===== config.mk =====
export PLATFORM = sky130hd
export DESIGN_NAME = gpioTop
export DESIGN_NICKNAME = d
export VERILOG_FILES = /design/src/gpioPkg.sv /design/src/gpioTop.sv /design/src/usiReadJoin.sv /design/src/gpioBlinker.sv /design/src/gpioCsr.sv
export SDC_FILE = /design/constraint.sdc
export NUM_CORES = 1
export LEC_CHECK = 0
export ABC_AREA = 1
export ABC_CLOCK_PERIOD_IN_PS = 4700
export BUFFER_PORTS_ARGS = -buffer_cell sky130_fd_sc_hd__clkbuf_2
export CORE_MARGIN = 2
export CORE_UTILIZATION = 60
export CTS_CLUSTER_SIZE = 20
export DETAILED_ROUTE_END_ITERATION = 12
export PLACE_DENSITY = 0.92
export SYNTH_ARGS = -nofsm -noshare
export SYNTH_HDL_FRONTEND = slang
export SYNTH_HIERARCHICAL = 1
export SYNTH_SLANG_ARGS = --single-unit
export TNS_END_PERCENT = 5

===== constraint.sdc =====
create_clock -name iSysClk -period 4.7 [get_ports iSysClk]
set_clock_uncertainty 0.15 [all_clocks]
set_input_delay 0.235 -clock iSysClk [delete_from_list [all_inputs] [get_ports iSysClk]]
set_output_delay 0.235 -clock iSysClk [all_outputs]
set_load 0.01 [all_outputs]

===== src/gpioPkg.sv =====
package gpioPkg;

//------------------------------------------------------------
// USI bus widths
//------------------------------------------------------------
	localparam int UsiAdrsWidth = 32;
	localparam int UsiDataWidth = 32;

	// Channels hanging off the bus
	localparam int ChannelCount = 2;

//------------------------------------------------------------
// Address map
//------------------------------------------------------------
	// Block select lives in address bits 15:8
	localparam int BlockAdrsLsb   = 8;
	localparam int BlockAdrsWidth = 8;
	// Register offset in address bits 7:0
	localparam int RegOffsetWidth = 8;

	localparam logic [BlockAdrsWidth-1:0] BlockAdrsCh0 = 8'h01;
	localparam logic [BlockAdrsWidth-1:0] BlockAdrsCh1 = 8'h02;

	// Only one register per block
	localparam logic [RegOffsetWidth-1:0] RegOffsetCtrl = 8'h00;

//------------------------------------------------------------
// Control register layout
//------------------------------------------------------------
	// One pin group per channel
	localparam int PinWidth = 8;
	localparam int DivWidth = 8;

	// Field positions
	localparam int LedLsb   = 0;
	localparam int DivLsb   = 8;
	localparam int BlinkBit = 16;
	// LED mask, divider and blink enable
	localparam int CtrlWidth = BlinkBit + 1;

	// All LEDs on out of reset
	localparam logic [PinWidth-1:0] LedResetValue = 8'hff;
	// Default blink prescale
	localparam logic [DivWidth-1:0] DivResetValue = 8'h05;

endpackage

===== src/gpioTop.sv =====
`timescale 1ns/100ps

module gpioTop (
	// Clock and reset
	input  logic                             iSysClk,
	input  logic                             rstN,
	// USI bus from the master
	input  logic [gpioPkg::UsiDataWidth-1:0] usiWd,
	input  logic [gpioPkg::UsiAdrsWidth-1:0] usiAdrs,
	input  logic                             usiWCke,
	// Registered read return
	output logic [gpioPkg::UsiDataWidth-1:0] usiRd,
	output logic                             usiVd,
	// Pin groups
	output logic [gpioPkg::PinWidth-1:0]     gpioPin0,
	output logic [gpioPkg::PinWidth-1:0]     gpioPin1
);

	// Read returns per channel
	logic [gpioPkg::UsiDataWidth-1:0] chRd [gpioPkg::ChannelCount];
	logic                             chVd [gpioPkg::ChannelCount];

	// Channel 0 register fields
	logic [gpioPkg::PinWidth-1:0]     ledMask0;
	logic [gpioPkg::DivWidth-1:0]     blinkDiv0;
	logic                             blinkEn0;
	logic                             cfgWrite0;

	// Channel 1 register fields
	logic [gpioPkg::PinWidth-1:0]     ledMask1;
	logic [gpioPkg::DivWidth-1:0]     blinkDiv1;
	logic                             blinkEn1;
	logic                             cfgWrite1;

	//------------------------------------------------------------
	// Channel 0
	//------------------------------------------------------------
	gpioCsr #(
		.pBlockAdrs (gpioPkg::BlockAdrsCh0)
	) uCsr0 (
		.iSysClk  (iSysClk),
		.rstN     (rstN),
		.usiWd    (usiWd),
		.usiAdrs  (usiAdrs),
		.usiWCke  (usiWCke),
		.csrRd    (chRd[0]),
		.csrVd    (chVd[0]),
		.ledMask  (ledMask0),
		.blinkDiv (blinkDiv0),
		.blinkEn  (blinkEn0),
		.cfgWrite (cfgWrite0)
	);

	gpioBlinker uBlink0 (
		.iSysClk  (iSysClk),
		.rstN     (rstN),
		.ledMask  (ledMask0),
		.blinkDiv (blinkDiv0),
		.blinkEn  (blinkEn0),
		.cfgWrite (cfgWrite0),
		.gpioPin  (gpioPin0)
	);

	//------------------------------------------------------------
	// Channel 1
	//------------------------------------------------------------
	gpioCsr #(
		.pBlockAdrs (gpioPkg::BlockAdrsCh1)
	) uCsr1 (
		.iSysClk  (iSysClk),
		.rstN     (rstN),
		.usiWd    (usiWd),
		.usiAdrs  (usiAdrs),
		.usiWCke  (usiWCke),
		.csrRd    (chRd[1]),
		.csrVd    (chVd[1]),
		.ledMask  (ledMask1),
		.blinkDiv (blinkDiv1),
		.blinkEn  (blinkEn1),
		.cfgWrite (cfgWrite1)
	);

	gpioBlinker uBlink1 (
		.iSysClk  (iSysClk),
		.rstN     (rstN),
		.ledMask  (ledMask1),
		.blinkDiv (blinkDiv1),
		.blinkEn  (blinkEn1),
		.cfgWrite (cfgWrite1),
		.gpioPin  (gpioPin1)
	);

	// Read returns merged onto the bus
	usiReadJoin uJoin (
		.iSysClk (iSysClk),
		.rstN    (rstN),
		.chRd    (chRd),
		.chVd    (chVd),
		.usiRd   (usiRd),
		.usiVd   (usiVd)
	);

endmodule


===== src/usiReadJoin.sv =====
`timescale 1ns/100ps

module usiReadJoin (
	// Clock and reset
	input  logic                             iSysClk,
	input  logic                             rstN,
	// Per-channel read returns
	input  logic [gpioPkg::UsiDataWidth-1:0] chRd [gpioPkg::ChannelCount],
	input  logic                             chVd [gpioPkg::ChannelCount],
	// Merged return to the bus
	output logic [gpioPkg::UsiDataWidth-1:0] usiRd,
	output logic                             usiVd
);

	logic [gpioPkg::ChannelCount-1:0] vdVec;
	logic [gpioPkg::UsiDataWidth-1:0] selRd;

	//------------------------------------------------------------
	// Select
	//------------------------------------------------------------

	// AND-OR mux, zero when nobody is valid
	always_comb
	begin
		vdVec = '0;
		selRd = '0;
		for (int i = 0; i < gpioPkg::ChannelCount; i++)
		begin
			vdVec[i] = chVd[i];
			if (chVd[i])
			begin
				selRd = selRd | chRd[i];
			end
		end
	end

	//------------------------------------------------------------
	// Return register
	//------------------------------------------------------------

	always_ff @(posedge iSysClk)
	begin
		if (!rstN)
		begin
			usiRd <= '0;
			usiVd <= 1'b0;
		end
		else
		begin
			usiRd <= selRd;
			// Any channel hit gives one bus valid
			usiVd <= |vdVec;
		end
	end

	// Block addresses are disjoint across channels
	aOneChannel: assert property (@(posedge iSysClk) disable iff (!rstN)
		$onehot0(vdVec));

endmodule


===== src/gpioBlinker.sv =====
`timescale 1ns/100ps

module gpioBlinker (
	// Clock and reset
	input  logic                         iSysClk,
	input  logic                         rstN,
	// Register fields from the CSR
	input  logic [gpioPkg::PinWidth-1:0] ledMask,
	input  logic [gpioPkg::DivWidth-1:0] blinkDiv,
	input  logic                         blinkEn,
	input  logic                         cfgWrite,
	// Pin group
	output logic [gpioPkg::PinWidth-1:0] gpioPin
);

	logic [gpioPkg::DivWidth-1:0] effDiv;
	logic [gpioPkg::DivWidth-1:0] preCnt;
	logic                         cntWrap;
	logic                         phaseOn;
	logic                         phaseNext;

	//------------------------------------------------------------
	// Prescaler
	//------------------------------------------------------------

	// Divider of zero acts as one
	assign effDiv = (blinkDiv == '0) ? {{(gpioPkg::DivWidth-1){1'b0}}, 1'b1} : blinkDiv;

	// Last count of the current phase
	assign cntWrap = preCnt == effDiv - 1'b1;

	always_ff @(posedge iSysClk)
	begin
		if (!rstN)
		begin
			preCnt <= '0;
		end
		else if (cfgWrite || !blinkEn || cntWrap)
		begin
			// Restart on any write, idle while blink is off
			preCnt <= '0;
		end
		else
		begin
			preCnt <= preCnt + 1'b1;
		end
	end

	//------------------------------------------------------------
	// Phase and pin register
	//------------------------------------------------------------

	// Phase for the coming cycle
	// Write forces on so the first state shows the mask
	always_comb
	begin
		if (cfgWrite || !blinkEn)
		begin
			phaseNext = 1'b1;
		end
		else if (cntWrap)
		begin
			phaseNext = !phaseOn;
		end
		else
		begin
			phaseNext = phaseOn;
		end
	end

	always_ff @(posedge iSysClk)
	begin
		if (!rstN)
		begin
			phaseOn <= 1'b1;
			gpioPin <= gpioPkg::LedResetValue;
		end
		else
		begin
			phaseOn <= phaseNext;
			// Pins track the phase they load with
			gpioPin <= phaseNext ? ledMask : '0;
		end
	end

	// Divider only moves together with cfgWrite
	aCntBelowDiv: assert property (@(posedge iSysClk) disable iff (!rstN)
		!cfgWrite |-> preCnt < effDiv);

endmodule


===== src/gpioCsr.sv =====
`timescale 1ns/100ps

module gpioCsr #(
	// Value matched against address bits 15:8
	parameter logic [gpioPkg::BlockAdrsWidth-1:0] pBlockAdrs = gpioPkg::BlockAdrsCh0
)(
	// Clock and reset
	input  logic                             iSysClk,
	input  logic                             rstN,
	// USI write side
	input  logic [gpioPkg::UsiDataWidth-1:0] usiWd,
	input  logic [gpioPkg::UsiAdrsWidth-1:0] usiAdrs,
	input  logic                             usiWCke,
	// Read return toward the join stage
	output logic [gpioPkg::UsiDataWidth-1:0] csrRd,
	output logic                             csrVd,
	// Register fields toward the blinker
	output logic [gpioPkg::PinWidth-1:0]     ledMask,
	output logic [gpioPkg::DivWidth-1:0]     blinkDiv,
	output logic                             blinkEn,
	// Restart pulse for the blinker
	output logic                             cfgWrite
);

	logic                             blockHit;
	logic                             offsetHit;
	logic                             wrHit;
	logic [gpioPkg::CtrlWidth-1:0]    ctrlReg;
	logic [gpioPkg::UsiDataWidth-1:0] rdData;

	//------------------------------------------------------------
	// Address decode
	//------------------------------------------------------------

	// Block field above the offset
	assign blockHit =
		usiAdrs[gpioPkg::BlockAdrsLsb +: gpioPkg::BlockAdrsWidth] == pBlockAdrs;

	// Offset within the block
	assign offsetHit =
		usiAdrs[gpioPkg::RegOffsetWidth-1:0] == gpioPkg::RegOffsetCtrl;

	// Write needs strobe, block and offset together
	// Upper address bits are don't care
	assign wrHit = usiWCke & blockHit & offsetHit;

	//------------------------------------------------------------
	// Control register
	//------------------------------------------------------------

	always_ff @(posedge iSysClk)
	begin
		if (!rstN)
		begin
			// Blink off, default divider, LEDs on
			ctrlReg  <= {1'b0, gpioPkg::DivResetValue, gpioPkg::LedResetValue};
			cfgWrite <= 1'b0;
		end
		else
		begin
			if (wrHit)
			begin
				// Only the low 17 bits are stored
				ctrlReg <= usiWd[gpioPkg::CtrlWidth-1:0];
			end
			// Pulse lands with the new field values
			cfgWrite <= wrHit;
		end
	end

	// Field split
	assign ledMask  = ctrlReg[gpioPkg::LedLsb +: gpioPkg::PinWidth];
	assign blinkDiv = ctrlReg[gpioPkg::DivLsb +: gpioPkg::DivWidth];
	assign blinkEn  = ctrlReg[gpioPkg::BlinkBit];

	//------------------------------------------------------------
	// Read return
	//------------------------------------------------------------

	// Zero-extended register on the control offset
	// Anything else in the block reads as zero
	always_comb
	begin
		rdData = '0;
		if (blockHit && offsetHit)
		begin
			rdData[gpioPkg::CtrlWidth-1:0] = ctrlReg;
		end
	end

	// Valid follows any block hit, write strobe or not
	always_ff @(posedge iSysClk)
	begin
		if (!rstN)
		begin
			csrVd <= 1'b0;
		end
		else
		begin
			csrVd <= blockHit;
		end
	end

	// Registered read data
	always_ff @(posedge iSysClk)
	begin
		csrRd <= rdData;
	end

endmodule


==> run metrics, run 1 <==
status finished clean; Max-cap violations 0; first-pass GRT wire length between 20000 and 25000 um; drt first pass iters 7; TritonCTS Buffers 17; Slew headroom between 40% and 50%; via/cell ratio 5.08; hold crit path type input port to register; WS Path Type register to register; maximum clock path buffer count 2; post-detail-place hpwl between 9000 and 10000 um; Sink Count around 140; Worst Setup SP uCsr1/ctrlReg[10]; placer congestion estimate 0.890; Remaining DRCs 0; critical path, cell by cell inv_2 -> nand2_1 -> nor2_1 -> nand2_2 -> nand2_2 -> inv_1 -> ha_1 -> nand2_1 -> nor2_1 -> nand2_1 -> nand2_1 -> inv_1 -> nor2_1 -> nand2_1 -> nor2_2 -> nand3_1 -> nand2_1 -> nand3_4 -> nand2_1 -> inv_1; fraction of layout cells with a size suffix above 1 roughly a fifth; Crit Path Max Fanout 9; Final #Nets roughly 1000; Final ANT Viol Nets 0; initial antenna violation count 0; Worst path most repeated cell nand2_1; Mapped Cells 815; CP Launch Type register; RSZ-0062 raised after global routing false; actual slew at the worst max-slew pin just under 0.8 ns; Hold WS 0.103 ns; Reg2Reg Launch Point uCsr1/ctrlReg[10]; Pins Over Slew Limit 0; Synth Register Bits approximately 140; Post-Route WL approximately 14000 um; synth unique cells 27; IO Pins roughly 120; fin cells approximately 1100; Seq/Total Area, Yosys between 40 and 50%; Peak Freq roughly 0.37 GHz; maximum VDD drop approximately 0.27 mV; IO buf count 84; total global routing overflow 0; diodes inserted 0; RR Endpoint uBlink1/gpioPin[7]; final setup TNS 0 ns; total power 2530 uW; clk root buf clkbuf_8; via count 5396; Worst-path clk slew about 0.06 ns; worst path required time around 5 ns; leakage power between 0.003 and 0.004 uW; CP Capture Type register; vias in the first global route between 5000 and 6000; CORE AREA 0.00982 mm2; pwr/cell area between 300 and 400 mW/mm2; Crit-path slowest cell dfxtp_1; # setup viols final 0; Rows 36; final hold vios 0; final period utilization 57.8%; Die X approximately 100 um; wire per inst 13.6 um; 1st-iter DRT viols approximately 470; Tmin final approximately 2.7 ns; die area 0.0110 mm2; Skew-Pair Late Insertion Delay just over 0.5 ns; crit path capture uBlink1/gpioPin[7]; Tot GR Track Use 27.1%; Area after DPL around 0.0064 mm2; Area growth syn-to-layout 18.4%; length in cells of the worst reg-to-reg path 20; die height between 100 and 150 um; initial core utilization between 60% and 70%; Mapped Avg Cell Area 7.47 um2; FF-to-FF setup slack ~2.0 ns; CTS H-Tree Depth 4; largest net degree at the start of global routing 40; fin area just over 0.007 mm2; post-synthesis cell area about 0.006 mm2; Crit path largest cell delay slightly above 0.5 ns; post-CTS setup buffer count 0; CTS tree done; Syn. warnings 6; Placed Instances 1006; CP arrival 2.97 ns
==> worst max-delay path, delay by kind of cell (launching register included) <==
kind | cells | cell delay [ns]
adder cells (fa/ha/maj) | 1 | 0.26
buffers and inverters | 4 | 0.25
flip-flops | 1 | 0.51
AND/OR/NAND/NOR | 15 | 1.44
==> layout make-up <==
cell class                      count  area (um2)
Fill cell                         711        2610
Timing Repair Buffer              111         683
Tap cell                          133         166
Multi-Input combinational cell    518        2510
Inverter                          129         484
Clock inverter                     13         143
Sequential cell                   139        2780
Clock buffer                       19         442
==> worst min-delay path by stage <==
stage | slack [ns] | startpoint | cells after the start | end
2_1_floorplan | 0.26 | usiAdrs[8] | 2 | uCsr0/csrVd
3_5_place_dp | 0.29 | uCsr0/csrRd[10] | 2 | uJoin/usiRd[10]
6_report | 0.10 | usiAdrs[10] | 6 | uCsr1/ctrlReg[3]
3_3_place_gp | 0.28 | uCsr0/csrRd[10] | 2 | uJoin/usiRd[10]
5_1_grt | 0.12 | usiAdrs[13] | 6 | uCsr0/ctrlReg[3]
4_1_cts | 0.08 | usiAdrs[13] | 6 | uCsr0/ctrlReg[3]
==> placed cells by master, fill, tap and decap left out, drive strengths merged, types with 18 or more instances in the layout <==
| master | synthesis | final |
|---|---|---|
| conb | 2 | 30 |
| clkbuf | 6 | 103 |
| nand3 | 50 | 50 |
| dfxtp | 139 | 139 |
| nand4 | 40 | 40 |
| nor2 | 106 | 106 |
| inv | 129 | 130 |
| or2 | 18 | 18 |
| a21oi | 34 | 34 |
| dlygate4sd3 | 0 | 24 |
| nand2 | 210 | 210 |
==> registers in the layout (all words and copies together) (netlist names) <==
| name | cells |
|---|---|
| uCsr1/ctrlReg | 17 |
| uBlink1/gpioPin | 8 |
| uCsr1/csrVd | 1 |
| uCsr0/ctrlReg | 17 |
| uBlink1/phaseOn | 1 |
| uBlink0/preCnt | 8 |
| uCsr0/csrVd | 1 |
| uJoin/usiRd | 32 |
| uBlink0/gpioPin | 8 |
| uCsr0/cfgWrite | 1 |
| uCsr1/cfgWrite | 1 |
| uCsr1/csrRd | 17 |
| uJoin/usiVd | 1 |
| uCsr0/csrRd | 17 |
| uBlink1/preCnt | 8 |
| uBlink0/phaseOn | 1 |
==> metrics by stage <==
step | setup slack, ns | utilization (%)
final | 1.99 | 73.4
after global routing | 1.77 | 73.4
after CTS | 2.05 | 73.4
after detailed placement | 2.19 | 65.0
after global placement | 2.28 | 65.0
after floorplan | 2.54 | -
==> cell families after synthesis <==
logic type	count (synthesis)	share of synthesized area [%]
AO/OA/AOI/OAI	36	3.60
buffers and inverters	186	14.8
adder cells (fa/ha/maj)	4	0.822
flip-flops	139	45.7
XOR/XNOR	14	2.01
other	2	0.123
AND/OR/NAND/NOR	434	32.9
==> timing repair <==
item,CTS,global route
gates resized for setup,0,0
hold buffers,24,0
endpoints found under the hold margin,36,0
==> metal layers <==
layer,up-vias,share of wire (%),track usage (%)
met2,279,49,46.2
li1,2638,-,-
met4,0,3.4,12.0
met1,2434,40,31.9
met3,45,7.9,7.11
met5,-,0,0
==> report_power, final <==
| part | internal, uW | switching [uW] | leakage, uW |
|---|---|---|---|
| clock | 784 | 499 | 0.000272 |
| combinational | 28.2 | 44.7 | 0.00218 |
| sequential | 1180 | 0.0491 | 0.00112 |
| total | 1990 | 544 | 0.00358 |
==> Yosys cell counts <==
library cell / instances / area share (%)
nand3_1: 44 / 3.6
ha_1: 4 / 0.82
nor2_4: 4 / 0.74
xnor2_1: 6 / 0.86
buf_2: 5 / 0.41
nand2_1: 202 / 12
conb_1: 2 / 0.12
nor2_1: 92 / 5.7
nor3b_1: 2 / 0.25
buf_6: 7 / 1.3
nor2_2: 10 / 1.0
nand2_2: 8 / 0.82
or2_2: 18 / 1.8
nand3_2: 2 / 0.33
nand4_1: 40 / 4.1
dfxtp_1: 139 / 46
a21oi_1: 25 / 2.1
inv_2: 6 / 0.37
inv_1: 123 / 7.6
o21a_1: 2 / 0.25
clkbuf_1: 6 / 0.37
xor2_1: 8 / 1.2
buf_4: 39 / 4.8
nor3_1: 6 / 0.49
nand3_4: 4 / 1.2
nor3b_2: 2 / 0.41
a21oi_2: 9 / 1.3
No activity file was read; power rests on OpenSTA's default activity.
==> inputs of run 2 (changes only) <==
Settings changed: ABC_AREA 1 to 0, ABC_CLOCK_PERIOD_IN_PS 4700 to 2330, CORE_UTILIZATION 60 to 51, PLACE_DENSITY 0.92 to 0.84.
Clock period 4.7 ns to 2.33 ns, I/O delays scaled along.
==> run metrics, run 2 <==
Final #Nets 816; Seq/Total Area, Yosys ~44%; top cells by count, synth dfxtp_1, nand3_1, nand2_1; Die X between 100 and 150 um; initial core utilization 52.4%; count leader, synth dfxtp_1; WP buf/inv 0; RSZ-0062 raised after global routing true; CP Launch Type register; fin util a little under two thirds; WS Path Type register to register; commonest non-fill, non-tap cell in the layout dfxtp_1; die area between 0.01 and 0.015 mm2; maximum VDD drop ~0.44 mV; Synth area leader dfxtp_1; Mapped Cells 623; area share of the largest cell type after synthesis 44.2%; CTS H-Tree Depth 4; Area after DPL 0.00669 mm2; first-pass GRT wire length ~23000 um; Peak Freq approximately 0.43 GHz; Skew-Pair Late Insertion Delay 0.41 ns; most frequent cells in the layout dfxtp_1, clkbuf_2, nand3_1, nand2_1, and2_1; post-synthesis cell area roughly 0.0063 mm2; Syn. warnings 6; CTS tree done; Hold Path Stages 3; hold crit path type input port to register; die height 115 um; CP Capture Type register; Rows 40; final hold vios 0; Synth Register Bits between 100 and 150; EDFF count, synth 0; Crit Path Max Fanout 8; CORE AREA approximately 0.012 mm2; Pins Over Slew Limit 0; Synth area leaders dfxtp_1, a22oi_2, nor2b_2; vias in the first global route around 4800; clk root buf clkbuf_16; Worst-path clk slew ~0.06 ns; HP Start usiWCke; Remaining DRCs 0; wire per inst 15.6 um; 1st-iter DRT viols just under 400; WP depth 8; Max-cap violations 0; final setup margin a little over 0.03 ns; IO buf count 84; RR Endpoint uBlink0/gpioPin[6]; TritonCTS Buffers 17; Largest delay share family, worst path compound AO/OA/AOI/OAI gates; CP arrival about 2.5 ns; Crit-path slowest cell mux2_4; post-detail-place hpwl 9420 um; final period utilization 98.7%; Final ANT Viol Nets 0; worst path required time about 2.5 ns; max FFs per register 32; largest net degree at the start of global routing 71; Sink Count ~140; pwr/cell area between 600 and 700 mW/mm2; IO Pins roughly 120; initial antenna violation count 1; Biggest register uJoin/usiRd; ys async rst share 0%; Reg2Reg Launch Point uCsr0/ctrlReg[10]; Tot GR Track Use 22.1%; Primary FF master, synth dfxtp_1; FILL cells approximately 940; Hold Path End uCsr0/cfgWrite; via count around 4700; FF-to-FF setup slack a little over 0.03 ns; fin area approximately 0.0076 mm2; length in cells of the worst reg-to-reg path 8; placer congestion estimate approximately 0.85; actual slew at the worst max-slew pin between 0.7 and 0.8 ns; leakage power approximately 0.0032 uW; via/cell ratio between 5 and 6; Tmin final between 2 and 2.5 ns; dpl ws -0.0139 ns; Crit path largest cell delay 0.38 ns; Post-Route WL 14100 um; # setup viols final 0; critical path, cell by cell nor4_4 -> a21oi_2 -> ha_4 -> o21ai_0 -> o221ai_1 -> a32oi_2 -> mux2_4 -> nor2_1; total global routing overflow 0; maximum clock path buffer count 2; Area growth syn-to-layout 21.2%; fraction of layout cells with a size suffix above 1 between 30% and 40%; total power around 5200 uW; Slew headroom between 50% and 60%; drt first pass iters 5; status finished clean; Mapped Avg Cell Area slightly above 10 um2; synth unique cells 46
-- run 2: changes by cell type after synthesis, moves of 21 or more --
cell     before  now
a21oi_1      25    4
a22oi_2       0   29
and2_1        0   36
inv_1       123   28
nand2_1     202   44
nand4_1      40    0
nor2_1       92   32
nor2b_2       0   29
-- run 2: timing repair --
item | CTS | global route
gates resized for setup | 1 | 17
cloned | 0 | 0
setup endpoints to repair | 6 | 33
pin swaps | 0 | 7
buffers inserted | 0 | 1
endpoints found under the hold margin | 38 | 0
hold buffers | 24 | 0
-- run 2: how the worst max path moves through the flow --
| stage | startpoint | end |
|---|---|---|
| CTS | uCsr1/ctrlReg[9] | uBlink1/gpioPin[2] |
| global placement | uCsr0/ctrlReg[9] | uBlink0/preCnt[7] |
| global route | uCsr1/ctrlReg[9] | uBlink1/preCnt[6] |
| finish | uCsr0/ctrlReg[10] | uBlink0/gpioPin[6] |
| floorplan | uCsr0/ctrlReg[10] | uBlink0/phaseOn |
| detailed placement | uCsr0/ctrlReg[9] | uBlink0/preCnt[6] |
-- run 2: final cells by class --
cell class	instances	area (um2)	area share, %
Sequential cell	139	2790	36.5
Inverter	28	105	1.38
Multi-Input combinational cell	423	3080	40.3
Timing Repair Buffer	136	875	11.5
Clock buffer	19	453	5.94
Clock inverter	12	148	1.94
Tap cell	147	184	2.41
Antenna cell	1	2.50	0.0328
-- run 2: logic make-up (layout without fill, tap and decap cells) --
family,count (synthesis),count (layout),share of synthesized area [%]
buffers and inverters,89,195,9.99
adder cells (fa/ha/maj),4,4,0.795
other,2,31,0.119
multiplexers,22,22,3.81
flip-flops,139,139,44.2
AND/OR/NAND/NOR,260,260,24.1
AO/OA/AOI/OAI,77,77,12.8
XOR/XNOR,30,30,4.17
-- run 2: metrics by stage --
step,std cells,hold slack (ns),setup TNS (ns)
after floorplan,651,0.109,0
after global placement,848,0.225,0
after detailed placement,848,0.227,-0.0341
after CTS,903,0.103,0
after global routing,904,0.110,-0.560
final,905,0.120,0
-- run 2: worst min-delay path: cells and delay by family --
family,cells,cell delay [ns]
simple gates,1,0.16
buf+inv,2,0.35
-- run 2: routing by layer --
layer	part of all wire (%)	GRT usage, %	routed length [um]
met2	53	40.3	7470
met3	4.8	6.69	681
met5	0	0	0
met4	1.8	7.31	257
met1	41	24.4	5730
-- run 2: where the power goes --
group	total, uW	leakage (uW)	switching (uW)	internal [uW]
clock network	2720	0.000294	992	1730
registers	2380	0.00112	0.692	2380
logic	143	0.00183	76.5	66.8
